===== config.mk =====
export PLATFORM = sky130hd
export DESIGN_NAME = way_hit_match
export DESIGN_NICKNAME = d
export VERILOG_FILES = /design/src/source/cache_bus_pkg.sv /design/src/source/cache_geometry_pkg.sv /design/src/source/way_hit_match.sv
export SDC_FILE = /design/constraint.sdc
export NUM_CORES = 1
export LEC_CHECK = 0
export BUFFER_PORTS_ARGS = -buffer_cell sky130_fd_sc_hd__buf_2
export CAP_MARGIN = 20
export CORE_AREA = 5 5 297 299
export CTS_BUF_LIST = sky130_fd_sc_hd__clkbuf_2
export DETAILED_ROUTE_END_ITERATION = 6
export DIE_AREA = 0 0 302 304
export PLACE_DENSITY = 0.38
export SKIP_CTS_REPAIR_TIMING = 1
export SYNTH_ARGS = -nofsm -noshare
export SYNTH_HDL_FRONTEND = slang
export SYNTH_SLANG_ARGS = --single-unit

===== constraint.sdc =====
create_clock -name wclk -period 2 [get_ports wclk]
set_clock_uncertainty 0.15 [all_clocks]
set_input_delay 0.6 -clock wclk [delete_from_list [all_inputs] [get_ports wclk]]
set_output_delay 0.6 -clock wclk [all_outputs]
set_load 0.02 [all_outputs]

===== src/source/cache_bus_pkg.sv =====
package cache_bus_pkg;

	// ==============================
	// data bus of the line port
	// ==============================

	// a whole cache line moves as one beat, so the bus is one line wide
	localparam int data_w = 128;

	// width of a single byte lane
	localparam int byte_w = 8;

	// one select bit for each byte lane of the line
	localparam int sel_w = data_w / byte_w;

endpackage

===== src/source/cache_geometry_pkg.sv =====
package cache_geometry_pkg;

	// ==============================
	// address split
	// ==============================

	localparam int addr_w = 32;

	// byte offset inside one line, one address per byte lane
	localparam int offset_w = 4;

	// set index, picks one of the sets
	localparam int index_w = 6;

	// whatever is left above the index is kept as the tag
	localparam int tag_w = addr_w - index_w - offset_w;

	// ==============================
	// cache shape
	// ==============================

	localparam int sets = 1 << index_w;
	localparam int ways = 4;
	localparam int way_w = $clog2(ways);

	// one way stores its tag above its line data
	localparam int entry_w = tag_w + cache_bus_pkg::data_w;

	// a request address, taken either as the raw word or split into fields
	typedef union packed {
		logic [addr_w-1:0] word;
		struct packed {
			logic [tag_w-1:0] tag;
			logic [index_w-1:0] index;
			logic [offset_w-1:0] offset;
		} fld;
	} cache_addr_t;

endpackage


===== src/source/way_hit_match.sv =====
`timescale 1ns/10ps

module way_hit_match (
	input  logic wclk,
	input  logic rst,
	input  logic req_stb,
	input  cache_geometry_pkg::cache_addr_t req_adr,
	input  logic [cache_geometry_pkg::ways*cache_geometry_pkg::entry_w-1:0] set,
	input  logic [cache_geometry_pkg::ways-1:0] valid,
	output logic [cache_geometry_pkg::ways-1:0] hit,
	output logic hit_stb,
	output logic [cache_bus_pkg::data_w-1:0] hit_data
);
	import cache_bus_pkg::*;
	import cache_geometry_pkg::*;

	// request held for the cycle in which the stores return its set
	logic stb_q;
	cache_addr_t adr_q;

	// compare result before the output register
	logic [ways-1:0] hit_next;
	logic [data_w-1:0] data_next;

	// ==============================
	// request register
	// ==============================

	// sampled on the same edge as the store read so both line up one cycle later
	always_ff @(posedge wclk) begin
		if (rst) begin
			stb_q <= 1'b0;
		end else begin
			stb_q <= req_stb;
		end
	end

	always_ff @(posedge wclk) begin
		adr_q <= req_adr;
	end

	// ==============================
	// tag compare
	// ==============================

	// a way hits when its flag is set and its stored tag equals the request tag
	// the data of every way that did not hit is masked to zero
	always_comb begin
		hit_next = '0;
		data_next = '0;
		for (int w = 0; w < ways; w++) begin
			if (stb_q && valid[w] && (set[w*entry_w + data_w +: tag_w] == adr_q.fld.tag)) begin
				hit_next[w] = 1'b1;
			end
			if (hit_next[w]) begin
				data_next = data_next | set[w*entry_w +: data_w];
			end
		end
	end

	// ==============================
	// result register
	// ==============================

	always_ff @(posedge wclk) begin
		if (rst) begin
			hit <= '0;
			hit_stb <= 1'b0;
		end else begin
			hit <= hit_next;
			hit_stb <= |hit_next;
		end
	end

	// zero whenever nothing hit, since the masked data was zero
	always_ff @(posedge wclk) begin
		hit_data <= data_next;
	end

	// the load path never stores a tag twice in one set, so at most one way hits
	a_single_hit: assert property (
		@(posedge wclk) disable iff (rst) $onehot0(hit)
	) else $error("more than one way hit in one set");

endmodule


==> results.yml, run 1 <==
outcome:
  status: "aborted with a tool error"
  stop_stage: "global routing (5_1_grt)"
  error: "[ERROR RSZ-0060] Max buffer count reached."
sta:
  postGrtWorstEndpoint: "hit_data[41]"
  worstEndpointType: "top-level output"
placement:
  dp_hpwl_um: 49720
  io_buffers: 761
  place.gp.congestion: 0.8331
cts:
  cts_buffers: 17
  cts_buffer_depth: 2
  htree_num_levels: 4
  cts_root_buffer: "clkbuf_2"
  cts.sinks: 156
synth:
  synth_simple_gate_area_share_pct: 44.44
  syn_avg_cell_area_um2: 7.822
  netlist_instances: 1052
  synth_xor_xnor_area_share_pct: 9.366
  ys_types: 17
  synth-seq-cells: 156
  yosysTopAreaCell: "dfxtp_1"
  ys_warn_count: 0
  synth_seq_area_share_pct: 37.95
  syn_area_um2: 8229
  netlist.area_leader.share_pct: 37.95
  synth_top_family_by_area: "simple AND/OR/NAND/NOR gates"
  ys_top_cells_by_area: "dfxtp_1, nand3_1, nand4_1"
  muxShareOfSynthArea_pct: 0
  synth_compound_area_share_pct: 0.1064
  synth_fa_ha_area_share_pct: 0
  synth_fp_nets: 1691
floorplan:
  die_w_um: 302
  start_util_pct: 9.695
  io_pins: 772
  die_h_um: 304
  rows: 107
grt:
  grt_max_degree: 32
[metrics by stage]
| stage | hold WS (ns) | cells | worst slack (ns) | setup TNS [ns] | area [um2] |
|---|---|---|---|---|---|
| 3_3_place_gp | 0.5538 | 3040 | -0.5461 | -61.90 | 14960 |
| 2_1_floorplan | 0.4777 | 1052 | 0.08333 | 0 | 8229 |
| 4_1_cts | -0.8470 | 3072 | -0.8532 | -117.67 | 15230 |
| 3_5_place_dp | 0.5536 | 3040 | -0.5421 | -63.07 | 14960 |
[cell usage after synthesis]
cell type / n
nand3_1: 520
dfxtp_1: 156
nand4_1: 144
buf_2: 86
xnor2_1: 80
buf_4: 18
clkbuf_1: 14
xor2_1: 8
nor4_2: 6
clkbuf_2: 5
nand2_1: 4
nor2_1: 4
buf_6: 2
nor4_4: 2
a41oi_1: 1
buf_1: 1
nor2b_1: 1
[logic make-up after synthesis]
group / after synthesis
simple gates: 681
compound gates: 1
xor+xnor: 88
flops: 156
buf+inv: 126
==> run 2, diff against run 1 <==
--- a/config.mk
+++ b/config.mk
@@ -8,10 +8,9 @@
 export BUFFER_PORTS_ARGS = -buffer_cell sky130_fd_sc_hd__buf_2
 export CAP_MARGIN = 20
 export CORE_AREA = 5 5 297 299
-export CTS_BUF_LIST = sky130_fd_sc_hd__clkbuf_2
 export DETAILED_ROUTE_END_ITERATION = 6
 export DIE_AREA = 0 0 302 304
-export PLACE_DENSITY = 0.38
+export PLACE_DENSITY_LB_ADDON = 0.15
 export SKIP_CTS_REPAIR_TIMING = 1
 export SYNTH_ARGS = -nofsm -noshare
 export SYNTH_HDL_FRONTEND = slang
==> run 2 against run 1 <==
Effect of this change:
- the flow now finishes, with violations (setup timing)
- synthesized area did not move
- synthesized cell count did not move
==> results.yml, run 2 <==
synth:
  synth-seq-cells: 156
  synth.most_common_cell: "nand3_1"
  synth_common_cells: "nand3_1, dfxtp_1, nand4_1, buf_2, xnor2_1"
  netlist.area_leader.share_pct: 37.95
  syn_area_um2: 8229
  synth_top_family_by_area: "simple AND/OR/NAND/NOR gates"
  yosysTopAreaCell: "dfxtp_1"
  synth_edf_count: 0
  netlist_instances: 1052
  ys_warn_count: 0
  synth_fp_nets: 1691
  synth_xor_xnor_area_share_pct: 9.366
  synthArstFlopShare_pct: 0
  synth_compound_area_share_pct: 0.1064
  synth_seq_area_share_pct: 37.95
  muxShareOfSynthArea_pct: 0
  ys_types: 17
  synth_flop_cell: "dfxtp_1"
  synth_simple_gate_area_share_pct: 44.44
  ys_top_cells_by_area: "dfxtp_1, nand3_1, nand4_1"
  synth_fa_ha_area_share_pct: 0
  syn_avg_cell_area_um2: 7.822
layout:
  regMostFlops: "hit_data"
  stdcell_area_um2: 16400
  fin_util_pct: 19.32
  largest_reg_flops: 128
  final_layout_size_suffix_gt1_share_pct: 55.28
  fin_nets: 2594
  reg.largest.list: "hit_data: 128 flops, adr_q: 22 flops, hit: 4 flops"
  finalNonFillerCells: 3122
  syn_to_final_growth_pct: 99.30
  final_cell_mix: "buf_2, nand3_1, buf_4"
  final_common_cell: "buf_2"
floorplan:
  die_w_um: 302
  rows: 107
  core_um2: 84880
  io_pins: 772
  die_h_um: 304
  start_util_pct: 9.695
  fp.dieArea_um2: 91810
sta:
  fin_tns_setup_ns: -10.74
  setup_viol: 132
  rsz0062_at_grt: "yes"
  relSlewSlack_pct: 73.21
  final_hold_viol_count: 0
  fin_ws_ns: -0.1441
  fmax_ghz: 0.4664
  slew_viol_final: 0
  worst_slew_pin_slew_ns: 0.4005
  layout_min_cycle_time_ns: 2.144
  period_share_pct: 107.2
placement:
  dp_slack_ns: -0.6302
  placed_area_um2: 14790
  dp_hpwl_um: 51980
  place.gp.congestion: 0.9119
  dp.cells: 3041
  io_buffers: 761
setup_path:
  critPathMaxStageDelay_ns: 0.36
  crit_path_top_delay_cell: "dfxtp_2"
  crit_type: "reg -> reg"
  start_kind: "flop"
  arrival_ns: 2.41
  critPathRequiredTime_ns: 2.27
  r2r_start: "adr_q[17]$_DFF_P_"
  crit_chain: "buf_4 -> xnor2_1 -> nand4_1 -> nor4_4 -> buf_6 -> buf_16 -> buf_12 -> nand3_1 -> nand4_1"
  critPathMostFrequentCell: "nand4_1"
  rr_endpoint: "hit_data[100]$_DFF_P_"
  cp-end-kind: "flop"
  cp_max_fo: 9
  r2r_slack_ns: -0.14
  crit_start: "adr_q[17]$_DFF_P_"
  rr_worst_depth: 9
cts:
  clk_pin_slew_worst_paths_ns: 0.07
  clock_latency_ns: 0.50
  cts_buffer_depth: 2
  cts_buffers: 17
  htree_num_levels: 4
  cts.sinks: 156
  cts_root_buffer: "clkbuf_16"
  cts_tree: "done"
grt:
  grt_pass1_vias: 13000
  grt_max_degree: 35
  grt_overflow_total: 0
  grt_pass1_wl_um: 87080
  antenna_found_initial: 18
  groute.usage.overall_pct: 12.89
route:
  vias: 12420
  drt-pass1-iter-count: 5
  drtIter0Drc: 668
  wl_per_cell_um: 21.84
  vias_per_cell: 3.979
  detail-route-antenna-nets: 0
  wl_um: 68180
  drc: 0
min_path:
  holdPathStages: 1
  hold_path_class: "in -> reg"
  hold_path_end: "adr_q[18]$_DFF_P_"
  worstHoldStart: "req_adr[18]"
power:
  p_leak_nw: 7.520
  pwr-share-seq_pct: 40.5
  clock_power_share_pct: 46.3
  switching_share_pct: 27.70
  ir_drop_v: 0.0006681
  powerDensity_nw_per_um2: 477.2
  intPower_w: 0.005658
  comb_power_share_pct: 13.2
  switching_power_w: 0.002168
flow_run:
  cap_violations: 0
outcome:
  status: "complete, but fails checks"
  violations: "setup timing"
[run 2: power groups by stage]
| stage | combinational (W) | sequential (W) | clock (W) |
|---|---|---|---|
| finish | 0.00103 | 0.00317 | 0.00362 |
| CTS | 0.000996 | 0.00317 | 0.00383 |
| floorplan | 0.000221 | 0.00322 | 0 |
| global route | 0.00111 | 0.00318 | 0.00391 |
| detailed placement | 0.000989 | 0.00324 | 0 |
| global placement | 0.00100 | 0.00324 | 0 |
[run 2: worst max-delay path: cells and delay by family, from the launching register on]
kind / cells / cell delay [ns]
DFF: 1 / 0.36
and+or+nand+nor: 4 / 0.70
buffers and inverters: 4 / 0.64
xor gates and xnor gates: 1 / 0.19
[run 2: through the flow]
step | hold slack (ns) | total power, W
after floorplan | 0.4777 | 0.003437
after global placement | 0.5541 | 0.004249
after detailed placement | 0.5536 | 0.004234
after CTS | -0.02661 | 0.007998
after global routing | 0.00006778 | 0.008199
final | 0.04297 | 0.007826
[run 2: kinds of logic (layout without fill, tap and decap cells)]
group / Yosys count / count (layout)
DFF: 156 / 156
buffers and inverters: 126 / 1042
AOI/OAI and AO/OA: 1 / 1
other: 0 / 10
xor gates and xnor gates: 88 / 88
and+or+nand+nor: 681 / 681
[run 2: worst max-delay path by stage]
stage	to	slack [ns]	cells after the start
after floorplan	hit_data[100]$_DFF_P_	0.08	7
after global placement	hit_data[65]$_DFF_P_	-0.61	8
final	hit_data[100]$_DFF_P_	-0.14	9
after detailed placement	hit_data[76]$_DFF_P_	-0.63	8
after CTS	hit_data[76]$_DFF_P_	-0.43	7
after global routing	hit_data[106]$_DFF_P_	-0.22	9
[run 2: area by class of cell]
cell class | count | area, um2
sequential | 156 | 3153
fill | 9747 | 68480
tap | 1144 | 1431
multi-input combinational | 770 | 4683
clock inverter | 14 | 156.4
timing repair buffer | 1010 | 6513
clock buffer | 18 | 439.2
antenna | 10 | 25.02
[run 2: per-layer routing]
layer / GRT usage (%) / part of all wire (%)
met2: 22.39 / 49
met3: 5.479 / 9.9
met4: 4.915 / 2.9
met1: 13.86 / 38
met5: 0 / 0.10
(Power assumes the default switching activity.)
