--- src/source/cache_bus_pkg.sv ---
package cache_bus_pkg;

	// ==============================
	// data bus of the line port
	// ==============================

	// a whole cache line moves as one beat, so the bus is one line wide
	localparam int data_w = 128;

	// width of a single byte lane
	localparam int byte_w = 8;

	// one select bit for each byte lane of the line
	localparam int sel_w = data_w / byte_w;

endpackage
--- src/source/cache_geometry_pkg.sv ---
package cache_geometry_pkg;

	// ==============================
	// address split
	// ==============================

	localparam int addr_w = 32;

	// byte offset inside one line, one address per byte lane
	localparam int offset_w = 4;

	// set index, picks one of the sets
	localparam int index_w = 6;

	// whatever is left above the index is kept as the tag
	localparam int tag_w = addr_w - index_w - offset_w;

	// ==============================
	// cache shape
	// ==============================

	localparam int sets = 1 << index_w;
	localparam int ways = 4;
	localparam int way_w = $clog2(ways);

	// one way stores its tag above its line data
	localparam int entry_w = tag_w + cache_bus_pkg::data_w;

	// a request address, taken either as the raw word or split into fields
	typedef union packed {
		logic [addr_w-1:0] word;
		struct packed {
			logic [tag_w-1:0] tag;
			logic [index_w-1:0] index;
			logic [offset_w-1:0] offset;
		} fld;
	} cache_addr_t;

endpackage

--- src/source/valid_bit_store.sv ---
`timescale 1ns/10ps

module valid_bit_store (
	input  logic wclk,
	input  logic rst,
	input  logic [cache_geometry_pkg::index_w-1:0] rd_index_a,
	input  logic [cache_geometry_pkg::index_w-1:0] rd_index_b,
	output logic [cache_geometry_pkg::ways-1:0] valid_a,
	output logic [cache_geometry_pkg::ways-1:0] valid_b,
	input  logic upd_en,
	input  logic [cache_geometry_pkg::index_w-1:0] upd_index,
	input  logic [cache_geometry_pkg::ways-1:0] upd_valid
);
	import cache_geometry_pkg::*;

	// one flag per way for every set
	logic [ways-1:0] valid_mem [sets];

	// ==============================
	// flag update
	// ==============================

	// the updater has already worked out the new vector for the set
	always_ff @(posedge wclk) begin
		if (rst) begin
			for (int s = 0; s < sets; s++) begin
				valid_mem[s] <= '0;
			end
		end else if (upd_en) begin
			valid_mem[upd_index] <= upd_valid;
		end
	end

	// ==============================
	// flag read
	// ==============================

	// registered like the line store so tag and flag reach the matcher together
	always_ff @(posedge wclk) begin
		if (rst) begin
			valid_a <= '0;
			valid_b <= '0;
		end else begin
			valid_a <= valid_mem[rd_index_a];
			valid_b <= valid_mem[rd_index_b];
		end
	end

endmodule

--- config.mk ---
export PLATFORM = sky130hd
export DESIGN_NAME = valid_bit_store
export DESIGN_NICKNAME = d
export VERILOG_FILES = /design/src/source/cache_bus_pkg.sv /design/src/source/cache_geometry_pkg.sv /design/src/source/valid_bit_store.sv
export SDC_FILE = /design/constraint.sdc
export NUM_CORES = 1
export LEC_CHECK = 0
export ABC_AREA = 1
export BUFFER_PORTS_ARGS = -buffer_cell sky130_fd_sc_hd__buf_2
export CELL_PAD_IN_SITES_DETAIL_PLACEMENT = 1
export CELL_PAD_IN_SITES_GLOBAL_PLACEMENT = 1
export CORE_ASPECT_RATIO = 0.9
export CORE_UTILIZATION = 45
export DETAILED_ROUTE_END_ITERATION = 10
export PLACE_DENSITY = 0.83
export SLEW_MARGIN = 20
export SYNTH_ARGS = -nofsm -noshare
export SYNTH_HDL_FRONTEND = slang
export SYNTH_SLANG_ARGS = --single-unit
--- constraint.sdc ---
create_clock -name wclk -period 1.8 [get_ports wclk]
set_input_delay 0.09 -clock wclk [delete_from_list [all_inputs] [get_ports wclk]]
set_output_delay 0.09 -clock wclk [all_outputs]
set_load 0.005 [all_outputs]
# After elaboration in Yosys (flattened, before gate mapping)
# Memory sizes are Yosys's and may differ from the RTL's. A register that Yosys moved wholly into a read port is not among the register bits.
# Cells that the tools add are included.
dict set report totals {
  reg_bits 0
  mem_bits_rw 256
  inputBits 25
  out_inout_bits 8
  wordCells 10
  mem_count 1
}
# memory words width rd rd_clocked_by_memory_dff write_ports line
set mem_list {}
lappend mem_list {valid_mem 64 4 2 2 64 valid_bit_store.sv:17} ;# logic [ways-1:0] valid_mem [sets];
dict set report classes {
  mux 8
  reduce_logical 1
}
# cell count
set ops {}
lappend ops {{two-way mux 1 bit} 6}
lappend ops {{two-way mux 6 bit} 1}
lappend ops {{two-way mux 4 bit} 1}
lappend ops {{OR reduction 4 bit} 1}

# Depth between registers and ports, before layout
# Gate-level depths: netlist (run 1).
dict set report logic_depth {
  ltp_word 5
  ltp_mapped 11
}

# Worst setup path after synthesis (run 1)
# No wires, ideal clock.
dict set report synth_timing {
  path_kind {input to register}
  from {in rst}
  to {mem valid_mem[16][0], enable pin}
  setup_time_ns 0.308
  arrival_ns 1.068
  required_time_ns 1.492
  setup_slack_ns 0.424
  path_stages 6
  path_buffers 1
  path_cell_list {buf_2 -> inv_1 -> nand3b_1 -> nor2_1 -> nand2_1 -> nand2_1}
}
# item line
set synth_rtl {}
lappend synth_rtl {{from (decl)} valid_bit_store.sv:5} ;# input logic rst,
lappend synth_rtl {{to (decl)} valid_bit_store.sv:17}

==> results of run 1 <==
## worst max-delay path by stage
stage / slack (ps) / depth (start not counted) / to
CTS: 140 / 8 / valid_mem[24][2]
finish: 90 / 8 / valid_mem[43][2]
floorplan: 420 / 6 / valid_mem[16][0]
detailed placement: 20 / 12 / valid_a[0]
global placement: 40 / 12 / valid_a[0]
global route: 2 / 8 / valid_mem[24][2]
## repair_timing
item	in CTS	in global routing
hold buffers	3	0
hold endpoints to repair	8	0
buffers inserted	0	0
## sequential cells by signal, indices dropped and copies added, names as in the netlist
| signal | cells |
|---|---|
| valid_a | 4 |
| valid_b | 4 |
| valid_mem | 256 |
## power breakdown
group / total, mW / internal, mW / switching (mW)
combinational: 2.08 / 0.627 / 1.45
sequential: 7.32 / 7.07 / 0.249
clock: 6.04 / 3.50 / 2.54
total: 15.4 / 11.2 / 4.24
## metrics by stage
stage / hold WS (ps) / instance area (sq um)
2_1_floorplan: 250 / 14800
3_3_place_gp: 432 / 15800
3_5_place_dp: 444 / 15800
4_1_cts: 5.27 / 16700
5_1_grt: 46.8 / 16700
6_report: 17.8 / 16700
## cells in the final DEF (no fill, tap or decap), drive strengths merged
| cell | netlist | layout |
|---|---|---|
| bufinv | 0 | 3 |
| edfxtp | 256 | 256 |
| nand3 | 433 | 433 |
| clkinvlp | 0 | 3 |
| clkinv | 0 | 7 |
| dlygate4sd3 | 0 | 3 |
| nor2 | 264 | 264 |
| nand2 | 772 | 772 |
| nand3b | 1 | 1 |
| clkbuf | 44 | 38 |
| a21oi | 8 | 8 |
| buf | 92 | 112 |
| dfxtp | 8 | 8 |
| inv | 22 | 22 |
| diode | 0 | 1 |
| nor3 | 8 | 8 |
## cell type report
class | instances | share of cell area [%]
well taps | 416 | 3.11
clock buffers | 38 | 4.72
inverters | 22 | 0.524
diodes | 1 | 0.0150
flip-flops and latches | 264 | 46.9
repair buffers | 115 | 6.85
multi-input cells | 1486 | 36.9
clock inverters | 13 | 0.905
## layer usage
metal | GRT usage, % | vias to the layer above
met4 | 14.6 | 0
met5 | 0 | -
met1 | 43.2 | 6990
li1 | - | 6350
met3 | 4.75 | 143
met2 | 56.0 | 703
## tightest hold or removal path: cells and delay by family
kind                   cells  cell delay [ps]
buffers and inverters      2              230
AND/OR/NAND/NOR            1              140
## kinds of logic after synthesis
family	share of synthesized area, %
flip-flops	52.9
AO/OA/AOI/OAI	0.270
AND/OR/NAND/NOR	41.4
buffers and inverters	5.50
==> metrics.txt, run 1 <==
# TYPE chip_impl_metric gauge
chip_impl_info{name="outcome",value="finished with violations"} 1
chip_impl_info{name="failed_checks",value="DRC"} 1
chip_impl_metric{name="vdd_ir_drop_max",unit="V"} 0.000749
chip_impl_metric{name="yosysWarnings",unit=""} 0
chip_impl_metric{name="critical_path.max_stage_delay",unit="ps"} 540
chip_impl_metric{name="design.final.nets",unit=""} 1943
chip_impl_metric{name="synthesis.area_per_instance",unit="sq um"} 7.78
chip_impl_info{name="synth_commonest_cells",value="772 x sky130_fd_sc_hd__nand2_1, 433 x sky130_fd_sc_hd__nand3_1, 264 x sky130_fd_sc_hd__nor2_1, 256 x sky130_fd_sc_hd__edfxtp_1, 49 x sky130_fd_sc_hd__buf_4"} 1
chip_impl_metric{name="route.met2.wl",unit="um"} 26400
chip_impl_metric{name="std_cell_rows",unit=""} 62
chip_impl_metric{name="first_global_vias",unit=""} 14674
chip_impl_metric{name="routedLengthMet1",unit="um"} 22400
chip_impl_metric{name="synth.cell_area",unit="sq um"} 14800
chip_impl_metric{name="htree_levels",unit=""} 1
chip_impl_metric{name="final_util",unit="%"} 51.9
chip_impl_metric{name="netlist-cell-type-count",unit=""} 15
chip_impl_info{name="synth_flop_cell",value="sky130_fd_sc_hd__edfxtp_1"} 1
chip_impl_metric{name="remaining_drc_errors",unit=""} 1
chip_impl_info{name="biggest_area_contributors_in_the_synthesized_netlist",value="sky130_fd_sc_hd__edfxtp_1 52%, sky130_fd_sc_hd__nand2_1 20%, sky130_fd_sc_hd__nand3_1 15%"} 1
chip_impl_metric{name="fin_crit",unit="ps"} 1710
chip_impl_metric{name="wl_per_cell",unit="um"} 23.8
chip_impl_metric{name="drt_wl_total",unit="um"} 56100
chip_impl_metric{name="dieHeight",unit="um"} 174
chip_impl_metric{name="worst_margin_slew",unit="ps"} 592
chip_impl_metric{name="power.density",unit="nW/um^2"} 923
chip_impl_metric{name="timing.slew.headroom",unit="%"} 60.5
chip_impl_info{name="post-synth-top-count-cell",value="sky130_fd_sc_hd__nand2_1"} 1
chip_impl_metric{name="clock.fmax",unit="MHz"} 584
chip_impl_info{name="critical_path.top_delay_family",value="buffers and inverters"} 1
chip_impl_metric{name="timing.critical_path.required",unit="ps"} 2050
chip_impl_metric{name="grt_overflow_total",unit=""} 0
chip_impl_metric{name="cts_inserted_buffers",unit=""} 29
chip_impl_metric{name="port_buffers",unit=""} 32
chip_impl_info{name="worstSetupStartpoint",value="rst"} 1
chip_impl_metric{name="syn_inst",unit=""} 1908
chip_impl_metric{name="antenna_violations_before_repair",unit=""} 1
chip_impl_metric{name="worst_skew_pair.late_latency",unit="ps"} 570
chip_impl_metric{name="drive_gt1_share",unit="%"} 8.77
chip_impl_metric{name="synth.top_cell.area_share",unit="%"} 51.8
chip_impl_metric{name="final_standard_cell_count_with_taps_included_and_fillers_excluded",unit=""} 2355
chip_impl_metric{name="drt-pass1-iter-count",unit=""} 8
chip_impl_info{name="tritoncts",value="yes"} 1
chip_impl_info{name="topRoutingLayerUsed",value="met4"} 1
chip_impl_metric{name="hold-path-cell-count",unit=""} 3
chip_impl_metric{name="grt_start_max_net_pins",unit=""} 65
chip_impl_info{name="hold_path_startpoint",value="upd_valid[2]"} 1
chip_impl_metric{name="depth_of_the_worst_register_to_register_path",unit=""} 8
chip_impl_info{name="critical_path.cell_chain",value="dlygate4sd3_1, buf_2, inv_2, nand3_1, nor2_1, buf_4, nand2_1, nand2_1"} 1
chip_impl_metric{name="drv_cap",unit=""} 0
chip_impl_metric{name="design.portCount",unit=""} 33
chip_impl_metric{name="post_synthesis_sequential_area_ratio",unit="%"} 52.9
chip_impl_metric{name="clock_sinks",unit=""} 264
chip_impl_info{name="cts.root.buffer_cell",value="sky130_fd_sc_hd__clkbuf_16"} 1
chip_impl_metric{name="power.static_leakage",unit="nW"} 7.02
chip_impl_metric{name="maxSlewViolCount",unit=""} 0
chip_impl_metric{name="fillerInstances",unit=""} 3927
chip_impl_metric{name="clock_path_buffers",unit=""} 3
chip_impl_metric{name="r2r_slack",unit="ps"} 320
chip_impl_metric{name="initial_core_util",unit="%"} 46.1
chip_impl_metric{name="met3WireLength",unit="um"} 4790
chip_impl_metric{name="setup-violations-final",unit=""} 0
chip_impl_info{name="synth_top_cell_by_area",value="sky130_fd_sc_hd__edfxtp_1"} 1
chip_impl_metric{name="post_cts_resize_count",unit=""} 0
chip_impl_metric{name="worstPathBufferInverterCount",unit=""} 4
chip_impl_metric{name="cp_data_arrival_time",unit="ps"} 1960
chip_impl_metric{name="synthesis.nets",unit=""} 1933
chip_impl_metric{name="async_reset_ff_share",unit="%"} 0
chip_impl_metric{name="final_hold_viol_count",unit=""} 0
chip_impl_metric{name="area.sequential",unit="sq um"} 7850
chip_impl_metric{name="worst_path_clk_slew",unit="ps"} 60
chip_impl_metric{name="yosys_register_bits",unit=""} 264
chip_impl_info{name="r2r_start",value="valid_mem[28][0]"} 1
chip_impl_metric{name="design_power_total",unit="mW"} 15.4
chip_impl_metric{name="die_area",unit="sq um"} 33700
chip_impl_info{name="worst_hold_path_type",value="in2reg"} 1
chip_impl_metric{name="die_width",unit="um"} 193
chip_impl_metric{name="drt_iter0_drc",unit=""} 1561
chip_impl_info{name="endpoint_of_the_most_critical_register_to_register_path",value="valid_a[0]"} 1
chip_impl_metric{name="setup_tns",unit="ps"} 0
chip_impl_info{name="setup.worst_path.start_class",value="primary input"} 1
chip_impl_info{name="endpoint_kind",value="register"} 1
chip_impl_metric{name="vias",unit=""} 14186
chip_impl_metric{name="groute.usage.overall",unit="%"} 33.4
chip_impl_metric{name="drt-vias-per-instance",unit=""} 6.02
chip_impl_metric{name="dp.cells",unit=""} 2300
chip_impl_metric{name="timing.final.crit_share",unit="%"} 95.1
chip_impl_metric{name="gp_congestion",unit=""} 0.931
chip_impl_metric{name="coreArea",unit="sq um"} 32200
chip_impl_metric{name="postLayoutSetupSlackWorst",unit="ps"} 88.6
chip_impl_info{name="timing.hold.worst_endpoint",value="valid_mem[6][2]"} 1
chip_impl_metric{name="first_pass_grt_wire_length",unit="um"} 85700
chip_impl_info{name="worstSetupPathType",value="in2reg"} 1
chip_impl_metric{name="dp_hpwl",unit="um"} 37300
chip_impl_metric{name="number_of_synthesized_flops_with_an_enable_pin",unit=""} 256
chip_impl_metric{name="preCtsSetupSlack",unit="ps"} 17.8
chip_impl_info{name="crit_path_frequent_cell",value="sky130_fd_sc_hd__nand2_1"} 1
chip_impl_metric{name="maximum_fanout_along_the_worst_path",unit=""} 9
chip_impl_metric{name="clock_skew",unit="ps"} 15.4
chip_impl_metric{name="multiInputGateArea",unit="sq um"} 6180
chip_impl_metric{name="route.antenna.remaining_nets",unit=""} 0
chip_impl_info{name="critical_path.slowest_cell",value="sky130_fd_sc_hd__dlygate4sd3_1"} 1
chip_impl_metric{name="area_growth_syn_to_fin",unit="%"} 12.7
chip_impl_info{name="rsz_0062_raised_after_global_routing",value="no"} 1
No activity file was read; power rests on OpenSTA's default activity.
==> inputs of run 2 (changes only) <==
--- a/config.mk
+++ b/config.mk
@@ -7,12 +7,12 @@
 export LEC_CHECK = 0
 export ABC_AREA = 1
 export BUFFER_PORTS_ARGS = -buffer_cell sky130_fd_sc_hd__buf_2
-export CELL_PAD_IN_SITES_DETAIL_PLACEMENT = 1
-export CELL_PAD_IN_SITES_GLOBAL_PLACEMENT = 1
+export CELL_PAD_IN_SITES_DETAIL_PLACEMENT = 0
+export CELL_PAD_IN_SITES_GLOBAL_PLACEMENT = 2
 export CORE_ASPECT_RATIO = 0.9
-export CORE_UTILIZATION = 45
+export CORE_UTILIZATION = 38
 export DETAILED_ROUTE_END_ITERATION = 10
-export PLACE_DENSITY = 0.83
+export PLACE_DENSITY = 0.86
 export SLEW_MARGIN = 20
 export SYNTH_ARGS = -nofsm -noshare
 export SYNTH_HDL_FRONTEND = slang
==> run 2 against run 1 <==
The run now ends clean. Critical path depth unchanged. Sequential share of layout area fell by 0.27 points. Setup slack better by 120 ps. Register-to-register slack better by 80 ps. Final cell count is 4.3% higher. Clock-buffer cell count fell by 1. Clock power rose by 5.1%. Combinational power down 2%. Critical endpoint is now valid_mem[36][2].
==> metrics.txt, run 2 (synthesis gave the netlist of run 1 again) <==
# TYPE chip_impl_metric gauge
chip_impl_info{name="outcome",value="complete, no violations"} 1
chip_impl_metric{name="drv_cap",unit=""} 0
chip_impl_info{name="tritoncts",value="yes"} 1
chip_impl_info{name="setup.worst_path.start_class",value="primary input"} 1
chip_impl_info{name="worst_hold_path_type",value="in2reg"} 1
chip_impl_metric{name="drt-pass1-iter-count",unit=""} 6
chip_impl_info{name="endpoint_kind",value="register"} 1
chip_impl_metric{name="worst_margin_slew",unit="ps"} 560
chip_impl_metric{name="hold-path-cell-count",unit=""} 3
chip_impl_info{name="hold_path_startpoint",value="upd_valid[3]"} 1
chip_impl_metric{name="setup-violations-final",unit=""} 0
chip_impl_metric{name="clock_sinks",unit=""} 264
chip_impl_info{name="most-common-layout-cells",value="769 x sky130_fd_sc_hd__nand2_1, 430 x sky130_fd_sc_hd__nand3_1, 264 x sky130_fd_sc_hd__nor2_1, 256 x sky130_fd_sc_hd__edfxtp_1, 47 x sky130_fd_sc_hd__buf_4"} 1
chip_impl_info{name="top_regs",value="valid_mem: 256 flops, valid_a: 4 flops, valid_b: 4 flops"} 1
chip_impl_metric{name="coreArea",unit="sq um"} 38500
chip_impl_metric{name="design_power_total",unit="mW"} 15.7
chip_impl_metric{name="grt_start_max_net_pins",unit=""} 65
chip_impl_metric{name="die_area",unit="sq um"} 39900
chip_impl_metric{name="initial_core_util",unit="%"} 38.6
chip_impl_metric{name="timing.final.crit_share",unit="%"} 88.3
chip_impl_metric{name="final_util",unit="%"} 43.7
chip_impl_metric{name="cts_inserted_buffers",unit=""} 29
chip_impl_metric{name="htree_levels",unit=""} 1
chip_impl_metric{name="drt-vias-per-instance",unit=""} 5.46
chip_impl_metric{name="maximum_fanout_along_the_worst_path",unit=""} 8
chip_impl_metric{name="fin_crit",unit="ps"} 1590
chip_impl_metric{name="antenna_violations_before_repair",unit=""} 1
chip_impl_info{name="r2r_start",value="valid_mem[44][2]"} 1
chip_impl_metric{name="gp_congestion",unit=""} 0.894
chip_impl_metric{name="route.antenna.remaining_nets",unit=""} 0
chip_impl_metric{name="depth_of_the_worst_register_to_register_path",unit=""} 9
chip_impl_metric{name="power.static_leakage",unit="nW"} 7.01
chip_impl_info{name="final_common_cell",value="sky130_fd_sc_hd__nand2_1"} 1
chip_impl_metric{name="area_growth_syn_to_fin",unit="%"} 13.3
chip_impl_metric{name="first_global_vias",unit=""} 12330
chip_impl_metric{name="dieHeight",unit="um"} 189
chip_impl_metric{name="clock.fmax",unit="MHz"} 629
chip_impl_metric{name="drt_iter0_drc",unit=""} 1532
chip_impl_metric{name="worst_skew_pair.late_latency",unit="ps"} 590
chip_impl_metric{name="design.final.nets",unit=""} 1933
chip_impl_info{name="rsz_0062_raised_after_global_routing",value="no"} 1
chip_impl_metric{name="final_hold_viol_count",unit=""} 0
chip_impl_info{name="endpoint_of_the_most_critical_register_to_register_path",value="valid_a[2]"} 1
chip_impl_metric{name="groute.usage.overall",unit="%"} 26.0
chip_impl_info{name="top_register",value="valid_mem"} 1
chip_impl_metric{name="die_width",unit="um"} 210
chip_impl_metric{name="clock_skew",unit="ps"} 23.9
chip_impl_metric{name="timing.slew.headroom",unit="%"} 62.7
chip_impl_metric{name="worst_path_clk_slew",unit="ps"} 60
chip_impl_info{name="cts.root.buffer_cell",value="sky130_fd_sc_hd__clkbuf_16"} 1
chip_impl_metric{name="cp_data_arrival_time",unit="ps"} 1850
chip_impl_metric{name="power.density",unit="nW/um^2"} 932
chip_impl_metric{name="r2r_slack",unit="ps"} 400
chip_impl_info{name="worstSetupPathType",value="in2reg"} 1
chip_impl_metric{name="largest_register_ffs",unit=""} 256
chip_impl_metric{name="grt_overflow_total",unit=""} 0
chip_impl_metric{name="final_standard_cell_count_with_taps_included_and_fillers_excluded",unit=""} 2456
chip_impl_metric{name="vias",unit=""} 13406
chip_impl_metric{name="antenna-diode-count",unit=""} 0
chip_impl_metric{name="dp_hpwl",unit="um"} 33300
chip_impl_info{name="timing.hold.worst_endpoint",value="valid_mem[3][3]"} 1
chip_impl_metric{name="drt_wl_total",unit="um"} 51800
chip_impl_metric{name="port_buffers",unit=""} 32
chip_impl_metric{name="dp.cells",unit=""} 2393
chip_impl_metric{name="first_pass_grt_wire_length",unit="um"} 77500
chip_impl_metric{name="wl_per_cell",unit="um"} 21.1
chip_impl_metric{name="drive_gt1_share",unit="%"} 8.91
chip_impl_metric{name="vdd_ir_drop_max",unit="V"} 0.000674
chip_impl_metric{name="design.portCount",unit=""} 33
chip_impl_metric{name="remaining_drc_errors",unit=""} 0
chip_impl_metric{name="clock_path_buffers",unit=""} 3
chip_impl_metric{name="timing.critical_path.required",unit="ps"} 2060
chip_impl_metric{name="maxSlewViolCount",unit=""} 0
chip_impl_metric{name="setup_tns",unit="ps"} 0
chip_impl_metric{name="std_cell_rows",unit=""} 68
## run 2: final cells by class
cell class                 instances  area [sq um]
clock buffer                      37           796
clock inverter                    17           203
multi-input combinational       1486          6200
sequential                       264          7850
timing repair buffer             105          1020
tap                              525           657
fill                            3897         21600
inverter                          22          87.6
## run 2: worst max-delay path by stage
| stage | start | endpoint | slack [ps] | cells after the start |
|---|---|---|---|---|
| 2_1_floorplan | rst | valid_mem[16][0] | 420 | 6 |
| 3_3_place_gp | rd_index_a[0] | valid_a[2] | 160 | 12 |
| 3_5_place_dp | rd_index_a[0] | valid_a[2] | 140 | 12 |
| 4_1_cts | valid_mem[44][2] | valid_b[2] | 30 | 9 |
| 5_1_grt | rst | valid_mem[36][2] | 100 | 8 |
| 6_report | rst | valid_mem[36][2] | 210 | 8 |
## run 2: what timing repair did
| action | in CTS | in global routing |
|---|---|---|
| hold buffers | 5 | 0 |
| resized for setup | 0 | 7 |
| setup endpoints to repair | 0 | 1 |
| setup buffers | 0 | 5 |
| hold endpoints to repair | 8 | 0 |
## run 2: critical path, cell delays in order
cell	delay, ps
sky130_fd_sc_hd__dlygate4sd3_1	530
sky130_fd_sc_hd__buf_2	170
sky130_fd_sc_hd__inv_2	110
sky130_fd_sc_hd__nand3b_1	160
sky130_fd_sc_hd__nor2_1	130
sky130_fd_sc_hd__buf_4	210
sky130_fd_sc_hd__nand2_1	200
sky130_fd_sc_hd__nand2_1	240
## run 2: through the flow
stage	cell area [sq um]	setup slack, ps	hold WS, ps
2_1_floorplan	14800	424	250
3_3_place_gp	15700	160	428
3_5_place_dp	15700	138	422
4_1_cts	16800	32.7	3.60
5_1_grt	16800	99.1	29.0
6_report	16800	210	14.4
## run 2: report_power, final
part	internal, mW	switching [mW]	total (mW)
clock	3.70	2.65	6.35
sequential	7.06	0.228	7.29
combinational	0.616	1.41	2.03
## run 2: per-layer routing
layer  up-vias  wire [um]  GRT usage, %
met4         2       1030          6.04
li1       6343          -             -
met2       587      22800          40.0
met5         -         11             0
met1      6402      23900          38.8
met3        72       4010          3.05
==> inputs of run 3 (changes only) <==
--- a/config.mk
+++ b/config.mk
@@ -5,14 +5,13 @@
 export SDC_FILE = /design/constraint.sdc
 export NUM_CORES = 1
 export LEC_CHECK = 0
-export ABC_AREA = 1
 export BUFFER_PORTS_ARGS = -buffer_cell sky130_fd_sc_hd__buf_2
 export CELL_PAD_IN_SITES_DETAIL_PLACEMENT = 0
 export CELL_PAD_IN_SITES_GLOBAL_PLACEMENT = 2
 export CORE_ASPECT_RATIO = 0.9
-export CORE_UTILIZATION = 38
+export CORE_UTILIZATION = 45
 export DETAILED_ROUTE_END_ITERATION = 10
-export PLACE_DENSITY = 0.86
+export PLACE_DENSITY = 0.84
 export SLEW_MARGIN = 20
 export SYNTH_ARGS = -nofsm -noshare
 export SYNTH_HDL_FRONTEND = slang
==> constraint.sdc (replaced) <==
create_clock -name wclk -period 1.9 [get_ports wclk]
set_input_delay 0.095 -clock wclk [delete_from_list [all_inputs] [get_ports wclk]]
set_output_delay 0.095 -clock wclk [all_outputs]
set_load 0.005 [all_outputs]
==> run 3 against run 2 <==
The flow now finishes with violations (DRC). Largest power group unchanged. Final area shrank 0.58%. Worst hold slack gained 96 ps. Routed wire length shrank 20%. Utilization grew 8.3 points.
==> metrics.txt, run 3 <==
# TYPE chip_impl_metric gauge
chip_impl_metric{name="post_synthesis_sequential_area_ratio",unit="%"} 53.2
chip_impl_metric{name="port_buffers",unit=""} 32
chip_impl_metric{name="global_route.usage.met3",unit="%"} 4.41
chip_impl_info{name="synth_flop_cell",value="sky130_fd_sc_hd__edfxtp_1"} 1
chip_impl_info{name="endpoint_of_the_most_critical_register_to_register_path",value="valid_b[1]"} 1
chip_impl_metric{name="groute.usage.overall",unit="%"} 25.4
chip_impl_metric{name="clock_path_buffers",unit=""} 3
chip_impl_metric{name="maxSlewViolCount",unit=""} 0
chip_impl_metric{name="async_reset_ff_share",unit="%"} 0
chip_impl_metric{name="final_standard_cell_count_with_taps_included_and_fillers_excluded",unit=""} 1481
chip_impl_metric{name="worst_path_clk_slew",unit="ps"} 70
chip_impl_metric{name="design.portCount",unit=""} 33
chip_impl_metric{name="cp_data_arrival_time",unit="ps"} 2280
chip_impl_info{name="worst_hold_path_type",value="in2reg"} 1
chip_impl_metric{name="std_cell_rows",unit=""} 62
chip_impl_metric{name="coreArea",unit="sq um"} 32100
chip_impl_metric{name="fillerInstances",unit=""} 2662
chip_impl_metric{name="worst_margin_slew",unit="ps"} 560
chip_impl_metric{name="power.density",unit="nW/um^2"} 845
chip_impl_metric{name="drive_gt1_share",unit="%"} 29.3
chip_impl_metric{name="first_global_vias",unit=""} 9640
chip_impl_metric{name="fin_crit",unit="ps"} 1850
chip_impl_info{name="timing.hold.worst_endpoint",value="valid_b[3]"} 1
chip_impl_metric{name="dpl-instance-area",unit="sq um"} 15800
chip_impl_metric{name="netlist-cell-type-count",unit=""} 51
chip_impl_metric{name="area_growth_syn_to_fin",unit="%"} 13.4
chip_impl_metric{name="die_area",unit="sq um"} 33500
chip_impl_metric{name="syn_inst",unit=""} 1032
chip_impl_metric{name="largest_register_ffs",unit=""} 256
chip_impl_info{name="tritoncts",value="yes"} 1
chip_impl_metric{name="vias",unit=""} 9864
chip_impl_metric{name="first_pass_grt_wire_length",unit="um"} 62200
chip_impl_metric{name="drv_cap",unit=""} 0
chip_impl_metric{name="synth.cell_area",unit="sq um"} 14800
chip_impl_metric{name="maximum_fanout_along_the_worst_path",unit=""} 2
chip_impl_metric{name="route.antenna.remaining_nets",unit=""} 0
chip_impl_metric{name="postLayoutSetupSlackWorst",unit="ps"} 53.6
chip_impl_metric{name="switchingPower",unit="mW"} 3.44
chip_impl_metric{name="timing.critical_path.required",unit="ps"} 2330
chip_impl_metric{name="drt_wl_total",unit="um"} 41600
chip_impl_metric{name="htree_levels",unit=""} 1
chip_impl_metric{name="yosysWarnings",unit=""} 0
chip_impl_info{name="cts.root.buffer_cell",value="sky130_fd_sc_hd__clkbuf_16"} 1
chip_impl_info{name="post-synth-top-count-cell",value="sky130_fd_sc_hd__and3_1"} 1
chip_impl_metric{name="switching_share",unit="%"} 24.3
chip_impl_metric{name="dieHeight",unit="um"} 174
chip_impl_info{name="hold_path_startpoint",value="rd_index_b[4]"} 1
chip_impl_info{name="r2r_start",value="valid_mem[8][1]"} 1
chip_impl_metric{name="preCtsSetupSlack",unit="ps"} -176
chip_impl_metric{name="grt_overflow_total",unit=""} 0
chip_impl_metric{name="setup-violations-final",unit=""} 0
chip_impl_metric{name="design.final.nets",unit=""} 1068
chip_impl_metric{name="remaining_drc_errors",unit=""} 10
chip_impl_metric{name="finalInstanceArea",unit="sq um"} 16700
chip_impl_info{name="synth_commonest_cells",value="257 x sky130_fd_sc_hd__and3_1, 256 x sky130_fd_sc_hd__edfxtp_1, 126 x sky130_fd_sc_hd__mux4_2, 99 x sky130_fd_sc_hd__clkbuf_1, 64 x sky130_fd_sc_hd__a21o_1"} 1
chip_impl_metric{name="dp.cells",unit=""} 1426
chip_impl_info{name="most-common-layout-cells",value="257 x sky130_fd_sc_hd__and3_1, 256 x sky130_fd_sc_hd__edfxtp_1, 126 x sky130_fd_sc_hd__mux4_2, 64 x sky130_fd_sc_hd__a21o_1, 64 x sky130_fd_sc_hd__buf_4"} 1
chip_impl_metric{name="drt-vias-per-instance",unit=""} 6.66
chip_impl_metric{name="hold-path-cell-count",unit=""} 3
chip_impl_info{name="top_register",value="valid_mem"} 1
chip_impl_info{name="endpoint_kind",value="register"} 1
chip_impl_info{name="worstSetupPathType",value="reg2reg"} 1
chip_impl_metric{name="initial_core_util",unit="%"} 45.9
chip_impl_metric{name="drt_iter0_drc",unit=""} 1020
chip_impl_metric{name="clock_sinks",unit=""} 264
chip_impl_info{name="final_common_cell",value="sky130_fd_sc_hd__and3_1"} 1
chip_impl_metric{name="dp_hpwl",unit="um"} 28200
chip_impl_metric{name="power_frac_seq",unit="%"} 48.9
chip_impl_info{name="grt-busiest-layer",value="met1"} 1
chip_impl_metric{name="yosys_register_bits",unit=""} 264
chip_impl_info{name="rsz_0062_raised_after_global_routing",value="no"} 1
chip_impl_metric{name="grt_start_max_net_pins",unit=""} 65
chip_impl_metric{name="clock_skew",unit="ps"} 11.0
chip_impl_info{name="biggest_area_contributors_in_the_synthesized_netlist",value="sky130_fd_sc_hd__edfxtp_1 52%, sky130_fd_sc_hd__mux4_2 19%, sky130_fd_sc_hd__and3_1 11%"} 1
chip_impl_metric{name="final_hold_viol_count",unit=""} 0
chip_impl_metric{name="globalRouteMet1Util",unit="%"} 38.0
chip_impl_metric{name="intPower",unit="mW"} 10.7
chip_impl_metric{name="drt-pass1-iter-count",unit=""} 8
chip_impl_metric{name="proportion_of_power_drawn_by_the_clock_network",unit="%"} 38.6
chip_impl_info{name="top_regs",value="valid_mem: 256 flops, valid_a: 4 flops, valid_b: 4 flops"} 1
chip_impl_metric{name="worst_skew_pair.late_latency",unit="ps"} 560
chip_impl_metric{name="cts_inserted_buffers",unit=""} 28
chip_impl_info{name="synth_top_cell_by_area",value="sky130_fd_sc_hd__edfxtp_1"} 1
chip_impl_metric{name="power.share.combinational",unit="%"} 12.5
chip_impl_metric{name="vdd_ir_drop_max",unit="V"} 0.000558
chip_impl_metric{name="setup_tns",unit="ps"} 0
chip_impl_metric{name="synth.top_cell.area_share",unit="%"} 52.1
chip_impl_metric{name="timing.final.crit_share",unit="%"} 97.2
chip_impl_metric{name="number_of_synthesized_flops_with_an_enable_pin",unit=""} 256
chip_impl_metric{name="wl_per_cell",unit="um"} 28.1
chip_impl_info{name="setup.worst_path.start_class",value="register"} 1
chip_impl_metric{name="depth_of_the_worst_register_to_register_path",unit=""} 5
chip_impl_metric{name="die_width",unit="um"} 193
chip_impl_info{name="outcome",value="finished with violations"} 1
chip_impl_metric{name="r2r_slack",unit="ps"} 50
chip_impl_metric{name="power.static_leakage",unit="nW"} 6.85
chip_impl_metric{name="antenna_violations_before_repair",unit=""} 1
chip_impl_metric{name="synthesis.nets",unit=""} 1057
chip_impl_metric{name="grt_util_met2",unit="%"} 37.5
chip_impl_metric{name="timing.slew.headroom",unit="%"} 62.5
chip_impl_metric{name="gp_congestion",unit=""} 0.846
chip_impl_metric{name="synthesis.area_per_instance",unit="sq um"} 14.3
chip_impl_info{name="failed_checks",value="DRC"} 1
chip_impl_metric{name="clock.fmax",unit="MHz"} 542
run 3: worst max path at each step:
stage,start,endpoint,cells after the start
after floorplan,valid_mem[3][1],valid_b[1],5
after global placement,rd_index_a[0],valid_a[3],7
after detailed placement,rd_index_a[0],valid_a[3],7
after CTS,valid_mem[11][1],valid_b[1],5
after global routing,valid_mem[9][1],valid_b[1],5
final,valid_mem[8][1],valid_b[1],5
run 3: final cells by class:
class                      instances  area, sq um  area share (%)
sequential                       264         7850            46.9
tap                              416          520            3.11
clock inverter                    16          145           0.868
antenna                            1         2.50          0.0150
timing repair buffer             124         1230            7.33
clock buffer                      35          748            4.47
multi-input combinational        625         6230            37.3
run 3: timing repair:
action | 4_1_cts | 5_1_grt
hold buffers | 2 | 0
gates resized for setup | 0 | 0
endpoints found under the hold margin | 5 | 0
buffers inserted | 0 | 1
endpoints found under the setup margin | 0 | 1
run 3: cell families (layout without fill, tap and decap cells):
group,Yosys count,count (layout),synth area share [%]
AND/OR/NAND/NOR,338,338,14.0
flip-flops,264,264,53.2
multiplexers,149,149,21.2
buffers and inverters,143,175,4.87
AO/OA/AOI/OAI,138,138,6.74
other,0,1,0
run 3: worst max-delay path: stages (launching register included):
cell	delay, ps
sky130_fd_sc_hd__edfxtp_1	400
sky130_fd_sc_hd__mux4_2	530
sky130_fd_sc_hd__mux2_2	280
sky130_fd_sc_hd__o22ai_1	160
sky130_fd_sc_hd__a221o_1	240
sky130_fd_sc_hd__o311ai_1	110
run 3: metrics by stage:
step | total power, mW | hold WS, ps | util [%]
after floorplan | 8.05 | 194 | -
after global placement | 8.74 | 401 | 49.2
after detailed placement | 8.76 | 390 | 49.2
after CTS | 14.1 | 88.5 | 52.0
after global routing | 14.5 | 131 | 52.1
final | 14.1 | 111 | 52.1
run 3: per-layer routing:
layer | part of all wire, % | wire length (um)
met5 | 0 | 0
met1 | 43 | 17700
met3 | 9.0 | 3740
met4 | 3.0 | 1250
met2 | 45 | 18900
run 3: power groups by stage:
stage	logic (mW)	clock network [mW]	registers, mW
6_report	1.76	5.46	6.91
5_1_grt	1.86	5.71	6.93
4_1_cts	1.75	5.49	6.90
3_5_place_dp	1.74	0	7.02
3_3_place_gp	1.73	0	7.01
2_1_floorplan	1.15	0	6.89
